### src/rtl/ffu_config.svh
// ffu datapath configuration
`ifndef FFU_CONFIG_SVH
`define FFU_CONFIG_SVH

// frf word and ecc
`define FFU_DATA_W  64
`define FFU_HALF_W  32
`define FFU_CHK_W   7    // 6 hamming bits + overall parity
`define FFU_SYND_W  6

// threads
`define FFU_NUM_THR 4
`define FFU_THR_W   2

// stored architectural state
`define FFU_FSR_W   28   // live fsr bits only
`define FFU_GSR_W   37   // mask + scale

`endif

### src/rtl/ffu_pkg.sv
// ffu shared types
`include "ffu_config.svh"

package ffu_pkg;

   typedef logic [`FFU_THR_W-1:0] thr_id_t;

   // stored fsr, reserved and constant bits dropped
   typedef struct packed {
      logic [5:0] fcc321;
      logic [1:0] rnd;
      logic [4:0] tem;
      logic [2:0] ftt;
      logic [1:0] fcc0;
      logic [4:0] aexc;
      logic [4:0] cexc;
   } fsr_t;

   typedef struct packed {
      logic [`FFU_HALF_W-1:0]            mask;
      logic [`FFU_GSR_W-`FFU_HALF_W-1:0] scale;
   } gsr_t;

   typedef struct packed {
      logic                   pflag;   // overall parity mismatch
      logic [`FFU_SYND_W-1:0] cflag;   // hamming syndrome
   } ecc_synd_t;

   // architectural fsr as seen by ldxfsr / stxfsr
   typedef struct packed {
      logic [25:0] rsvd_hi;
      logic [5:0]  fcc321;     // 37:32
      logic [1:0]  rnd;        // 31:30
      logic [1:0]  rsvd_rnd;
      logic [4:0]  tem;        // 27:23
      logic [5:0]  rsvd_ver;   // ns, rsvd, ver
      logic [2:0]  ftt;        // 16:14
      logic [1:0]  rsvd_qne;   // qne, rsvd
      logic [1:0]  fcc0;
      logic [4:0]  aexc;
      logic [4:0]  cexc;
   } fsr_image_t;

   typedef union packed {
      logic [`FFU_DATA_W-1:0] raw;
      fsr_image_t             fsr;
   } lsu_word_u;

   typedef enum logic {
      ST_FRF = 1'b0,
      ST_FSR = 1'b1
   } st_src_e;

endpackage

### src/rtl/ecc39_correct.sv
// secded check for one frf half
`include "ffu_config.svh"

module ecc39_correct (
   input  logic [`FFU_HALF_W-1:0] data,
   input  logic [`FFU_CHK_W-1:0]  chk,
   output logic [`FFU_HALF_W-1:0] data_fix,
   output ffu_pkg::ecc_synd_t     synd
);

   localparam int SW   = `FFU_SYND_W;
   localparam int CW_W = `FFU_HALF_W + `FFU_SYND_W;   // positions 1..38

   logic [CW_W:1] cw;       // received codeword
   logic [CW_W:1] cw_fix;
   logic [SW-1:0] cflag;
   logic          pflag;

   // check bits at powers of two, data fills the gaps
   always_comb begin : build_cw
      int d_idx;
      int c_idx;
      d_idx = 0;
      c_idx = 0;
      for (int p = 1; p <= CW_W; p++) begin
         if ((p & (p - 1)) == 0) begin
            cw[p] = chk[c_idx];
            c_idx++;
         end else begin
            cw[p] = data[d_idx];
            d_idx++;
         end
      end
   end

   // xor of the positions of all set bits
   always_comb begin : calc_synd
      cflag = '0;
      for (int p = 1; p <= CW_W; p++) begin
         if (cw[p]) cflag = cflag ^ SW'(p);
      end
   end

   assign pflag = ^{chk[`FFU_CHK_W-1], cw};

   // single error only; parity bit or double error leaves cw alone
   always_comb begin : fix_cw
      cw_fix = cw;
      if (pflag && (cflag != '0) && (int'(cflag) <= CW_W)) begin
         cw_fix[cflag] = ~cw[cflag];
      end
   end

   always_comb begin : gather_data
      int d_idx;
      d_idx = 0;
      data_fix = '0;
      for (int p = 1; p <= CW_W; p++) begin
         if ((p & (p - 1)) != 0) begin
            data_fix[d_idx] = cw_fix[p];
            d_idx++;
         end
      end
   end

   assign synd = '{pflag: pflag, cflag: cflag};

endmodule

### src/rtl/frf_ecc_check.sv
// frf read check and correct
`include "ffu_config.svh"

module frf_ecc_check (
   input  logic                                      rclk,
   input  logic                                      rst_n,
   input  logic                                      frf_rd,
   input  logic [2*(`FFU_HALF_W+`FFU_CHK_W)-1:0]     frf_data,
   output logic [`FFU_DATA_W-1:0]                    corr_data,
   output ffu_pkg::ecc_synd_t                        synd_low,
   output ffu_pkg::ecc_synd_t                        synd_high
);
   import ffu_pkg::*;

   localparam int H = `FFU_HALF_W;
   localparam int C = `FFU_CHK_W;

   logic [H-1:0] data_low;
   logic [H-1:0] data_high;
   logic [C-1:0] chk_low;
   logic [C-1:0] chk_high;
   logic [H-1:0] fix_low;
   logic [H-1:0] fix_high;
   ecc_synd_t    synd_low_nxt;
   ecc_synd_t    synd_high_nxt;

   // frf layout {chk_hi, data_hi, chk_lo, data_lo}
   assign data_low  = frf_data[H-1:0];
   assign chk_low   = frf_data[H+C-1:H];
   assign data_high = frf_data[2*H+C-1:H+C];
   assign chk_high  = frf_data[2*(H+C)-1:2*H+C];

   ecc39_correct u_ecc_low  (.data(data_low),  .chk(chk_low),
                             .data_fix(fix_low),  .synd(synd_low_nxt));
   ecc39_correct u_ecc_high (.data(data_high), .chk(chk_high),
                             .data_fix(fix_high), .synd(synd_high_nxt));

   always_ff @(posedge rclk) begin
      if (!rst_n) begin
         corr_data <= '0;
         synd_low  <= '0;
         synd_high <= '0;
      end else if (frf_rd) begin   // hold until next read
         corr_data <= {fix_high, fix_low};
         synd_low  <= synd_low_nxt;
         synd_high <= synd_high_nxt;
      end
   end

   a_frf_rd_known: assert property (@(posedge rclk) disable iff (!rst_n) !$isunknown(frf_rd));

endmodule

### src/rtl/fp_state_regs.sv
// per-thread fsr and gsr storage
`include "ffu_config.svh"

module fp_state_regs (
   input  logic               rclk,
   input  logic               rst_n,
   input  logic               fsr_ld,
   input  ffu_pkg::thr_id_t   fsr_ld_thr,
   input  ffu_pkg::lsu_word_u ld_data,
   input  logic               fpu_wr,
   input  ffu_pkg::thr_id_t   fpu_thr,
   input  logic [7:0]         fpu_fcc,
   input  logic [2:0]         fpu_ftt,
   input  logic [9:0]         fpu_exc,
   input  logic               gsr_wr,
   input  ffu_pkg::thr_id_t   gsr_wr_thr,
   input  ffu_pkg::gsr_t      wsr_data,
   input  ffu_pkg::thr_id_t   fp_thr,
   input  ffu_pkg::thr_id_t   thr_e,
   output ffu_pkg::fsr_t      cur_fsr,
   output ffu_pkg::gsr_t      cur_gsr
);
   import ffu_pkg::*;

   localparam int NT = `FFU_NUM_THR;

   logic [`FFU_FSR_W-1:0] fsr_q [NT];     // only the live fsr bits
   logic [`FFU_GSR_W-1:0] gsr_q [NT];
   fsr_t                  fsr_nxt [NT];
   fsr_image_t            ld_img;

   assign ld_img = ld_data.fsr;   // load word viewed as fsr image

   ////////////////////////////////////////
   // fsr update
   ////////////////////////////////////////
   always_comb begin
      for (int t = 0; t < NT; t++) begin
         fsr_nxt[t] = fsr_t'(fsr_q[t]);
         if (fsr_ld && (fsr_ld_thr == thr_id_t'(t))) begin
            // ftt is not loadable
            fsr_nxt[t].fcc321 = ld_img.fcc321;
            fsr_nxt[t].rnd    = ld_img.rnd;
            fsr_nxt[t].tem    = ld_img.tem;
            fsr_nxt[t].fcc0   = ld_img.fcc0;
            fsr_nxt[t].aexc   = ld_img.aexc;
            fsr_nxt[t].cexc   = ld_img.cexc;
         end else if (fpu_wr && (fpu_thr == thr_id_t'(t))) begin
            fsr_nxt[t].fcc321 = fpu_fcc[7:2];   // fcc3,2,1
            fsr_nxt[t].fcc0   = fpu_fcc[1:0];
            fsr_nxt[t].ftt    = fpu_ftt;
            fsr_nxt[t].aexc   = fpu_exc[9:5];
            fsr_nxt[t].cexc   = fpu_exc[4:0];
         end
      end
   end

   ////////////////////////////////////////
   // state registers
   ////////////////////////////////////////
   always_ff @(posedge rclk) begin
      if (!rst_n) begin
         for (int t = 0; t < NT; t++) begin
            fsr_q[t] <= '0;
            gsr_q[t] <= '0;
         end
      end else begin
         for (int t = 0; t < NT; t++) begin
            fsr_q[t] <= fsr_nxt[t];
            if (gsr_wr && (gsr_wr_thr == thr_id_t'(t))) begin
               gsr_q[t] <= wsr_data;   // full gsr from wsr
            end
         end
      end
   end

   // current thread views
   assign cur_fsr = fsr_t'(fsr_q[fp_thr]);
   assign cur_gsr = gsr_t'(gsr_q[thr_e]);

   // controller never aims a load and an fpu result at one thread
   a_no_fsr_clash: assert property (
      @(posedge rclk) disable iff (!rst_n)
      !(fsr_ld && fpu_wr && (fsr_ld_thr == fpu_thr))
   );

endmodule

### src/rtl/lsu_store_mux.sv
// store data to the load/store unit
`include "ffu_config.svh"

module lsu_store_mux (
   input  logic                   rclk,
   input  logic                   rst_n,
   input  logic                   st_req,
   input  ffu_pkg::st_src_e       st_src,
   input  logic [`FFU_DATA_W-1:0] corr_data,
   input  ffu_pkg::fsr_t          cur_fsr,
   output logic [`FFU_DATA_W-1:0] st_data,
   output logic                   st_vld
);
   import ffu_pkg::*;

   lsu_word_u fsr_word;

   // expand stored fsr with reserved fields at zero
   always_comb begin
      fsr_word.raw        = '0;
      fsr_word.fsr.fcc321 = cur_fsr.fcc321;
      fsr_word.fsr.rnd    = cur_fsr.rnd;
      fsr_word.fsr.tem    = cur_fsr.tem;
      fsr_word.fsr.ftt    = cur_fsr.ftt;
      fsr_word.fsr.fcc0   = cur_fsr.fcc0;
      fsr_word.fsr.aexc   = cur_fsr.aexc;
      fsr_word.fsr.cexc   = cur_fsr.cexc;
   end

   always_ff @(posedge rclk) begin
      if (!rst_n) begin
         st_vld <= 1'b0;
      end else begin
         st_vld <= st_req;   // one-cycle pulse per request
      end
   end

   always_ff @(posedge rclk) begin
      if (st_req) begin
         st_data <= (st_src == ST_FSR) ? fsr_word.raw : corr_data;
      end
   end

   // a request needs a known source
   a_st_req_known: assert property (
      @(posedge rclk) disable iff (!rst_n)
      !$isunknown(st_req) && (!st_req || !$isunknown(st_src))
   );

endmodule

### src/rtl/ffu_top.sv
// ffu storage and check datapath
`include "ffu_config.svh"

module ffu_top (
   input  logic                                  rclk,
   input  logic                                  rst_n,
   // frf read
   input  logic                                  frf_rd,
   input  logic [2*(`FFU_HALF_W+`FFU_CHK_W)-1:0] frf_data,
   output logic [`FFU_DATA_W-1:0]                corr_data,
   output ffu_pkg::ecc_synd_t                    synd_low,
   output ffu_pkg::ecc_synd_t                    synd_high,
   // fsr / gsr updates
   input  logic                                  fsr_ld,
   input  ffu_pkg::thr_id_t                      fsr_ld_thr,
   input  ffu_pkg::lsu_word_u                    ld_data,
   input  logic                                  fpu_wr,
   input  ffu_pkg::thr_id_t                      fpu_thr,
   input  logic [7:0]                            fpu_fcc,
   input  logic [2:0]                            fpu_ftt,
   input  logic [9:0]                            fpu_exc,
   input  logic                                  gsr_wr,
   input  ffu_pkg::thr_id_t                      gsr_wr_thr,
   input  ffu_pkg::gsr_t                         wsr_data,
   input  ffu_pkg::thr_id_t                      fp_thr,
   input  ffu_pkg::thr_id_t                      thr_e,
   output ffu_pkg::fsr_t                         cur_fsr,
   output ffu_pkg::gsr_t                         cur_gsr,
   // store to lsu
   input  logic                                  st_req,
   input  ffu_pkg::st_src_e                      st_src,
   output logic [`FFU_DATA_W-1:0]                st_data,
   output logic                                  st_vld
);

   frf_ecc_check u_ecc (
      .rclk      (rclk),
      .rst_n     (rst_n),
      .frf_rd    (frf_rd),
      .frf_data  (frf_data),
      .corr_data (corr_data),
      .synd_low  (synd_low),
      .synd_high (synd_high)
   );

   fp_state_regs u_state (
      .rclk       (rclk),
      .rst_n      (rst_n),
      .fsr_ld     (fsr_ld),
      .fsr_ld_thr (fsr_ld_thr),
      .ld_data    (ld_data),
      .fpu_wr     (fpu_wr),
      .fpu_thr    (fpu_thr),
      .fpu_fcc    (fpu_fcc),
      .fpu_ftt    (fpu_ftt),
      .fpu_exc    (fpu_exc),
      .gsr_wr     (gsr_wr),
      .gsr_wr_thr (gsr_wr_thr),
      .wsr_data   (wsr_data),
      .fp_thr     (fp_thr),
      .thr_e      (thr_e),
      .cur_fsr    (cur_fsr),
      .cur_gsr    (cur_gsr)
   );

   // frf word or fsr image, one cycle after st_req
   lsu_store_mux u_store (
      .rclk      (rclk),
      .rst_n     (rst_n),
      .st_req    (st_req),
      .st_src    (st_src),
      .corr_data (corr_data),
      .cur_fsr   (cur_fsr),
      .st_data   (st_data),
      .st_vld    (st_vld)
   );

endmodule

### config.mk
export PLATFORM = sky130hd
export DESIGN_NAME = ffu_top
export DESIGN_NICKNAME = d
export VERILOG_FILES = /design/src/rtl/ffu_pkg.sv /design/src/rtl/ecc39_correct.sv /design/src/rtl/frf_ecc_check.sv /design/src/rtl/fp_state_regs.sv /design/src/rtl/lsu_store_mux.sv /design/src/rtl/ffu_top.sv
export VERILOG_INCLUDE_DIRS = /design/src /design/src/rtl
export SDC_FILE = /design/constraint.sdc
export NUM_CORES = 1
export LEC_CHECK = 0
export BUFFER_PORTS_ARGS = -buffer_cell sky130_fd_sc_hd__buf_4
export CORE_MARGIN = 5
export CORE_UTILIZATION = 57
export CTS_BUF_LIST = sky130_fd_sc_hd__clkbuf_8
export DETAILED_ROUTE_END_ITERATION = 8
export PLACE_DENSITY = 0.85
export REMOVE_ABC_BUFFERS = 1
export SKIP_LAST_GASP = 1
export SYNTH_ARGS = -nofsm -noshare
export SYNTH_HDL_FRONTEND = slang
export SYNTH_SLANG_ARGS = --single-unit
### constraint.sdc
create_clock -name rclk -period 4.15 [get_ports rclk]
set_input_delay 0.415 -clock rclk [delete_from_list [all_inputs] [get_ports rclk]]
set_output_delay 0.415 -clock rclk [all_outputs]
set_load 0.02 [all_outputs]
# After elaboration in Yosys (flattened, before gate mapping)
# Memory sizes are Yosys's and may differ from the RTL's.
# Cells that the tools add are included.
# classes
magnitude_cmp	6
div_mod_pow	0
n_reduce_logical	37
n_eq_ne	25
n_shift	0
n_bitwise	96
mux	147
n_addsub	0
multipliers	0
# ops
operator	n
2-to-1 mux 5 bit	32
2-to-1 mux 6 bit	26
2-to-1 mux 37 bit	4
2-to-1 mux 38 bit	3
2-to-1 mux 12 bit	8
inverter 3 bit	26
parity 39 bit	2
bitwise mux 38 bit	2
2-to-1 mux 4 bit	16
2-to-1 mux 15 bit	4
2-to-1 mux 7 bit	8
inverter 2 bit	26
2-to-1 mux 3 bit	16
inverter 4 bit	10
2-to-1 mux 1 bit	20
OR 1 bit	20
logical AND 1 bit	18
inequality test 2 bit, second input constant	8
AND reduction 2 bit	8
< comparator 6 x 7 -> 1 bit, second input constant	2
binary-select mux 1 bit (select 6 bit)	2
demux 1 bit (select 6 bit)	2
equality test 2 bit, second input constant	6
greater-or-equal comparator 6 x 1 -> 1 bit, second input constant	2
10 further kinds	40
# totals
latchBits	0
elab_cells	321
input_bits	218
mem_bits_rw	260
mem_count	2
out_inout_bits	208
regBits	143
romBits	0
# memory_table
name	depth	width	read_ports	rd_clocked_by_memory_dff	wr	line	text
u_state.gsr_q	4	37	1	0	4	fp_state_regs.sv:28	logic [`FFU_GSR_W-1:0] gsr_q [NT];
u_state.fsr_q	4	28	1	0	4	fp_state_regs.sv:27	logic [`FFU_FSR_W-1:0] fsr_q [NT];

# Depth between registers and ports, before layout
# logic_depth
ltp_word	76
mapped_depth	12
mapped_depth_nobuf	9

# By module
# Synthesis repeated with hierarchy kept, for this count alone.
# unflattened
cells_unflattened	1495
area_unflattened_um2	20908.8
# modules_own_cells
module	seq_area_each_um2	cells_each	area_per_inst_um2	n_inst
fp_state_regs	7807.5	692	11756.3	1
frf_ecc_check	1561.5	251	2957.8	1
lsu_store_mux	1941.9	137	2656.3	1
ecc39_correct at u_ecc.u_ecc_high	0.0	201	1796.7	1
ecc39_correct at u_ecc.u_ecc_low	0.0	214	1741.7	1

# Worst setup path before layout
# No wires, ideal clock.
# synth_timing
kind	input -> register
startpoint	input gsr_wr_thr[0]
endpoint	memory u_state.gsr_q[2][0] (netlist name) (enable)
setup_ns	0.483
t_required_ns	3.667
slack_ns	0.441
n_path_buf	0
arrival_ns	3.227
cell_stages	2
cell_sequence	nand2b_1 o21ai_0
# synth_lines
item	line	text
start, declared	ffu_top.sv:23	input ffu_pkg::thr_id_t gsr_wr_thr,
end, declared	fp_state_regs.sv:28	

# Worst setup path after layout
# layout_timing
startpoint	input frf_data[62]
endpoint	register u_ecc.corr_data[54]
# layout_via
elab_chain_len	21
word_cells_on_any_way	32
classes_between	order compare: 3; mux: 16; bitwise: 8; reduce/logical: 5
# layout_rtl
item	line	text
start, declared	ffu_top.sv:9	input logic [2*(`FFU_HALF_W+`FFU_CHK_W)-1:0] frf_data,
2-to-1 mux 5 bit	ecc39_correct.sv:40	if (cw[p]) cflag = cflag ^ SW'(p);
inverter 4 bit (no line)	--	
2-to-1 mux 5 bit	ecc39_correct.sv:40	
inverter 5 bit (no line)	--	
2-to-1 mux 5 bit	ecc39_correct.sv:40	
2-to-1 mux 6 bit (4 in a row)	ecc39_correct.sv:40	
inverter 2 bit (no line)	--	
2-to-1 mux 6 bit	ecc39_correct.sv:40	
[... 2 more ...]	--	
inverter 3 bit (no line)	--	
2-to-1 mux 6 bit	ecc39_correct.sv:40	
< comparator 6 x 7 -> 1 bit (not written as such) or greater-or-equal comparator 6 x 1 -> 1 bit (tied branches)	ecc39_correct.sv:50	cw_fix[cflag] = ~cw[cflag];
logical AND 1 bit (not written as such)	ecc39_correct.sv:50	
2-to-1 mux 1 bit (not written as such)	ecc39_correct.sv:50	
demux 1 bit (select 6 bit)	ecc39_correct.sv:50	
bitwise mux 38 bit	ecc39_correct.sv:50	
2-to-1 mux 38 bit *	ecc39_correct.sv:49	if (pflag && (cflag != '0) && (int'(cflag) <= CW_W)) begin
end signal, assigned	frf_ecc_check.sv:44	corr_data <= {fix_high, fix_low};
end, declared	frf_ecc_check.sv:9	output logic [`FFU_DATA_W-1:0] corr_data,
# Every way passes the cells marked *; elsewhere a longest branch is shown, timed or not. The select of a mux whose other input is x is not followed.
# A chain may end at the register's enable or synchronous reset.

==> summary.md <==
| Metric | Value |
|---|---|
| Commonest non-fill, non-tap cell in the layout | buf_4 |
| Measured slew at the worst slew-check pin | 1.14 ns |
| Power density over cell area | 537 nW/um^2 |
| Vias | 16309 |
| Crit. End Element | flip-flop |
| Outcome | finished, final reports clean |
| Postcts setup bufs | 0 |
| Endpoints failing hold | 0 |
| Post_cts resized | 0 |
| Vias per cell | 6.15 |
| Levels on crit path | 11 |
| Critical path class | primary input to flip-flop |
| Vias in the first global route | 16343 |
| Final GP Congestion | 0.947 |
| Worst vdd ir | 0.343 mV |
| Max Clock Skew | 0.0304 ns |
| CP peak stage delay | 0.53 ns |
| Flops & latches, synth | 403 |
| TritonCTS clock tree | built |
| Starting density of the core | 0.580 |
| Reg2reg path depth | 2 |
| Final layout net count | 2353 |
| Share of the yosys chip area belonging to registers | 0.546 |
| Min cycle time layout | 3.30 ns |
| IO Port Bufs | 386 |
| TNS Setup | 0 ns |
| CTS Hold Bufs | 0 |
| First DRT Iteration DRCs | 1820 |
| Worst min-delay path category | primary input to flip-flop |
| Final WL | 65.3 mm |
| Layout area overhead | 23.4% |
| Slowest library cell on the worst path | xnor2_4 |
| Largest net degree at the start of global routing | 72 |
| Slew margin rel. | 0.240 |
| Skew-Pair Late Insertion Delay | 0.62 ns |
| Core area | 35700 sq um |
| WP data required | 4.58 ns |
| H-tree level count | 3 |
| # DRC | 0 |
| Endpoints failing setup | 0 |
| Final period util | 0.796 |
| Clock-pin slew on the worst setup and hold paths | 0.06 ns |
| Avg WL per Cell | 24.6 um |
| Synth Flop Type | edfxtp_1 |
| RSZ-0062 raised after global routing | no |
| CTS buffer count | 68 |
| Clock sinks | 403 |
| Number of flops mapped to enable cells by yosys | 324 |
| Layout cell share with drive strength beyond 1 | 0.303 |
| Fin. max-slew vios | 0 |
| Drt pass-1 iters | 7 |
| GRT Resource Usage Total | 0.316 |
| Clk root buf | clkbuf_8 |
| Kind of start point of the critical path | primary input |
| Initial antenna violation count | 6 |
| Synth unique cells | 77 |
| Max frequency | 303 MHz |
| Max capacitance violation total | 0 |
| Antenna-violating nets left | 0 |
| Hpwl dp | 46.2 mm |
| CP bufs+invs | 2 |
| Async S/R FF share, synth | 0 |
| Arrival @ worst endpoint | 3.73 ns |
| Non-Filler Instances | 2651 |
| Worst Path Max Fanout | 19 |
| Crit path cell chain | buf_4, xnor3_1, xnor3_1, xor3_2, xnor2_4, nor2_1, a221oi_1, o31ai_2, nor4_4, buf_4, a41oi_2 |
| Avg Cell Area, Syn | 12.0 sq um |
| Mapped Cells | 1734 |
| Total leakage power | 10.3 nW |
| Most frequent cells in the layout | 439 x buf_4, 324 x edfxtp_1, 294 x nand2_1, 152 x and2_1, 98 x a21oi_1 |
| Placed Cells | 2526 |
| First-pass GRT wire length | 98.9 mm |
| Cell area after synthesis | 20700 sq um |
| Synth warn | 0 |
| I/O pin count | 426 |
| Crit path max-delay family | XOR/XNOR gates |
| Die extent in y | 201 um |
| WHS Path Cells | 2 |
| Row count | 69 |
| Clock Path Buffers | 3 |
| Global route overflow | 0 |
| Die Footprint | 40300 sq um |
| Chip width | 201 um |
worst reg2reg max path, cell delays in order, from the launching register on:
cell and delay, ns:
edfxtp_1 0.36, mux4_2 0.59, mux2_2 0.31
flip-flops by register name (all words and copies together) (netlist names):
register         count
u_store.st_vld       1
u_store.st_data     64
u_ecc.corr_data     64
u_ecc.synd_low       7
u_state.gsr_q      148
u_state.fsr_q      112
u_ecc.synd_high      7
kinds of logic (layout without fill, tap and decap cells):
family                     after synthesis  after routing  share of synthesized area
AOI/OAI and AO/OA                      277            277                     0.0879
xor gates and xnor gates               133            133                     0.0827
adders and majority gates                2              2                   0.000966
buffers and inverters                  128            580                     0.0245
DFF                                    403            403                      0.546
muxes                                  107            107                     0.0943
other                                    0              4                          0
and+or+nand+nor                        684            684                      0.164
cells in the mapped netlist, types with 4 or more instances:
cell	number	area share
xnor2_1	78	0.033
xor2_1	16	0.0068
nand3_1	18	0.0043
nor3_1	34	0.0082
a21oi_1	98	0.024
a41oi_1	13	0.0055
o211a_1	4	0.0019
a22oi_1	6	0.0022
edfxtp_1	324	0.47
a31oi_1	20	0.0060
o211ai_1	24	0.0087
nor2b_1	60	0.018
clkbuf_1	91	0.016
buf_2	4	0.00097
and3_1	30	0.0091
xnor3_1	20	0.022
o2111ai_1	4	0.0017
nor2_1	65	0.012
o21ai_0	47	0.011
mux4_2	68	0.074
or3_1	4	0.0012
inv_1	19	0.0034
mux2i_1	13	0.0063
dfxtp_1	79	0.076
o2bb2ai_1	7	0.0030
nand2_1	294	0.053
and2_1	152	0.046
buf_1	9	0.0016
o21ai_1	13	0.0031
a221o_1	13	0.0063
xnor2_4	6	0.0080
mux2_2	24	0.013
per-layer routing:
metal  vias up  global-route usage  part of all wire
met1      7863               0.418              0.37
li1       7138                   -                 -
met4         0               0.158             0.051
met3       200              0.0669              0.11
met2      1108               0.499              0.47
met5         -                   0                 0
cell type report:
| type | instances | area, sq um |
|---|---|---|
| inverters | 20 | 75.1 |
| fillers | 2440 | 10200 |
| clock inverters | 46 | 309 |
| well taps | 461 | 577 |
| repair buffers | 439 | 3300 |
| multi-input cells | 1203 | 8960 |
| clock buffers | 75 | 1030 |
| flip-flops and latches | 403 | 11300 |
| diodes | 4 | 10.0 |
stage by stage:
stage	area, sq um	worst slack [ns]	hold slack [ns]	power, mW	util
detailed placement	24200	0.265	0.451	10.1	0.678
global placement	24200	0.330	0.452	10.0	0.678
global route	25600	0.686	0.0709	14.2	0.715
floorplan	20300	0.441	0.515	8.04	-
finish	25600	0.848	0.0877	13.7	0.715
CTS	25600	0.909	0.0488	13.6	0.715
final timing paths:
check,start,end,slack [ns]
worst min-delay path,wsr_data[21],u_state.gsr_q[0][21],0.09
worst max-delay path,frf_data[62],u_ecc.corr_data[54],0.85
worst max register to register,u_state.fsr_q[0][0],u_store.st_data[0],2.65
worst min register to register,u_ecc.corr_data[28],u_ecc.corr_data[28],0.46
where the power goes:
part           total, mW  switching (mW)  internal [mW]
sequential          4.90           0.161           4.74
combinational       5.27            3.29           1.98
clock               3.55            1.64           1.92
total               13.7            5.09           8.64
No activity file was read; power rests on OpenSTA's default activity.
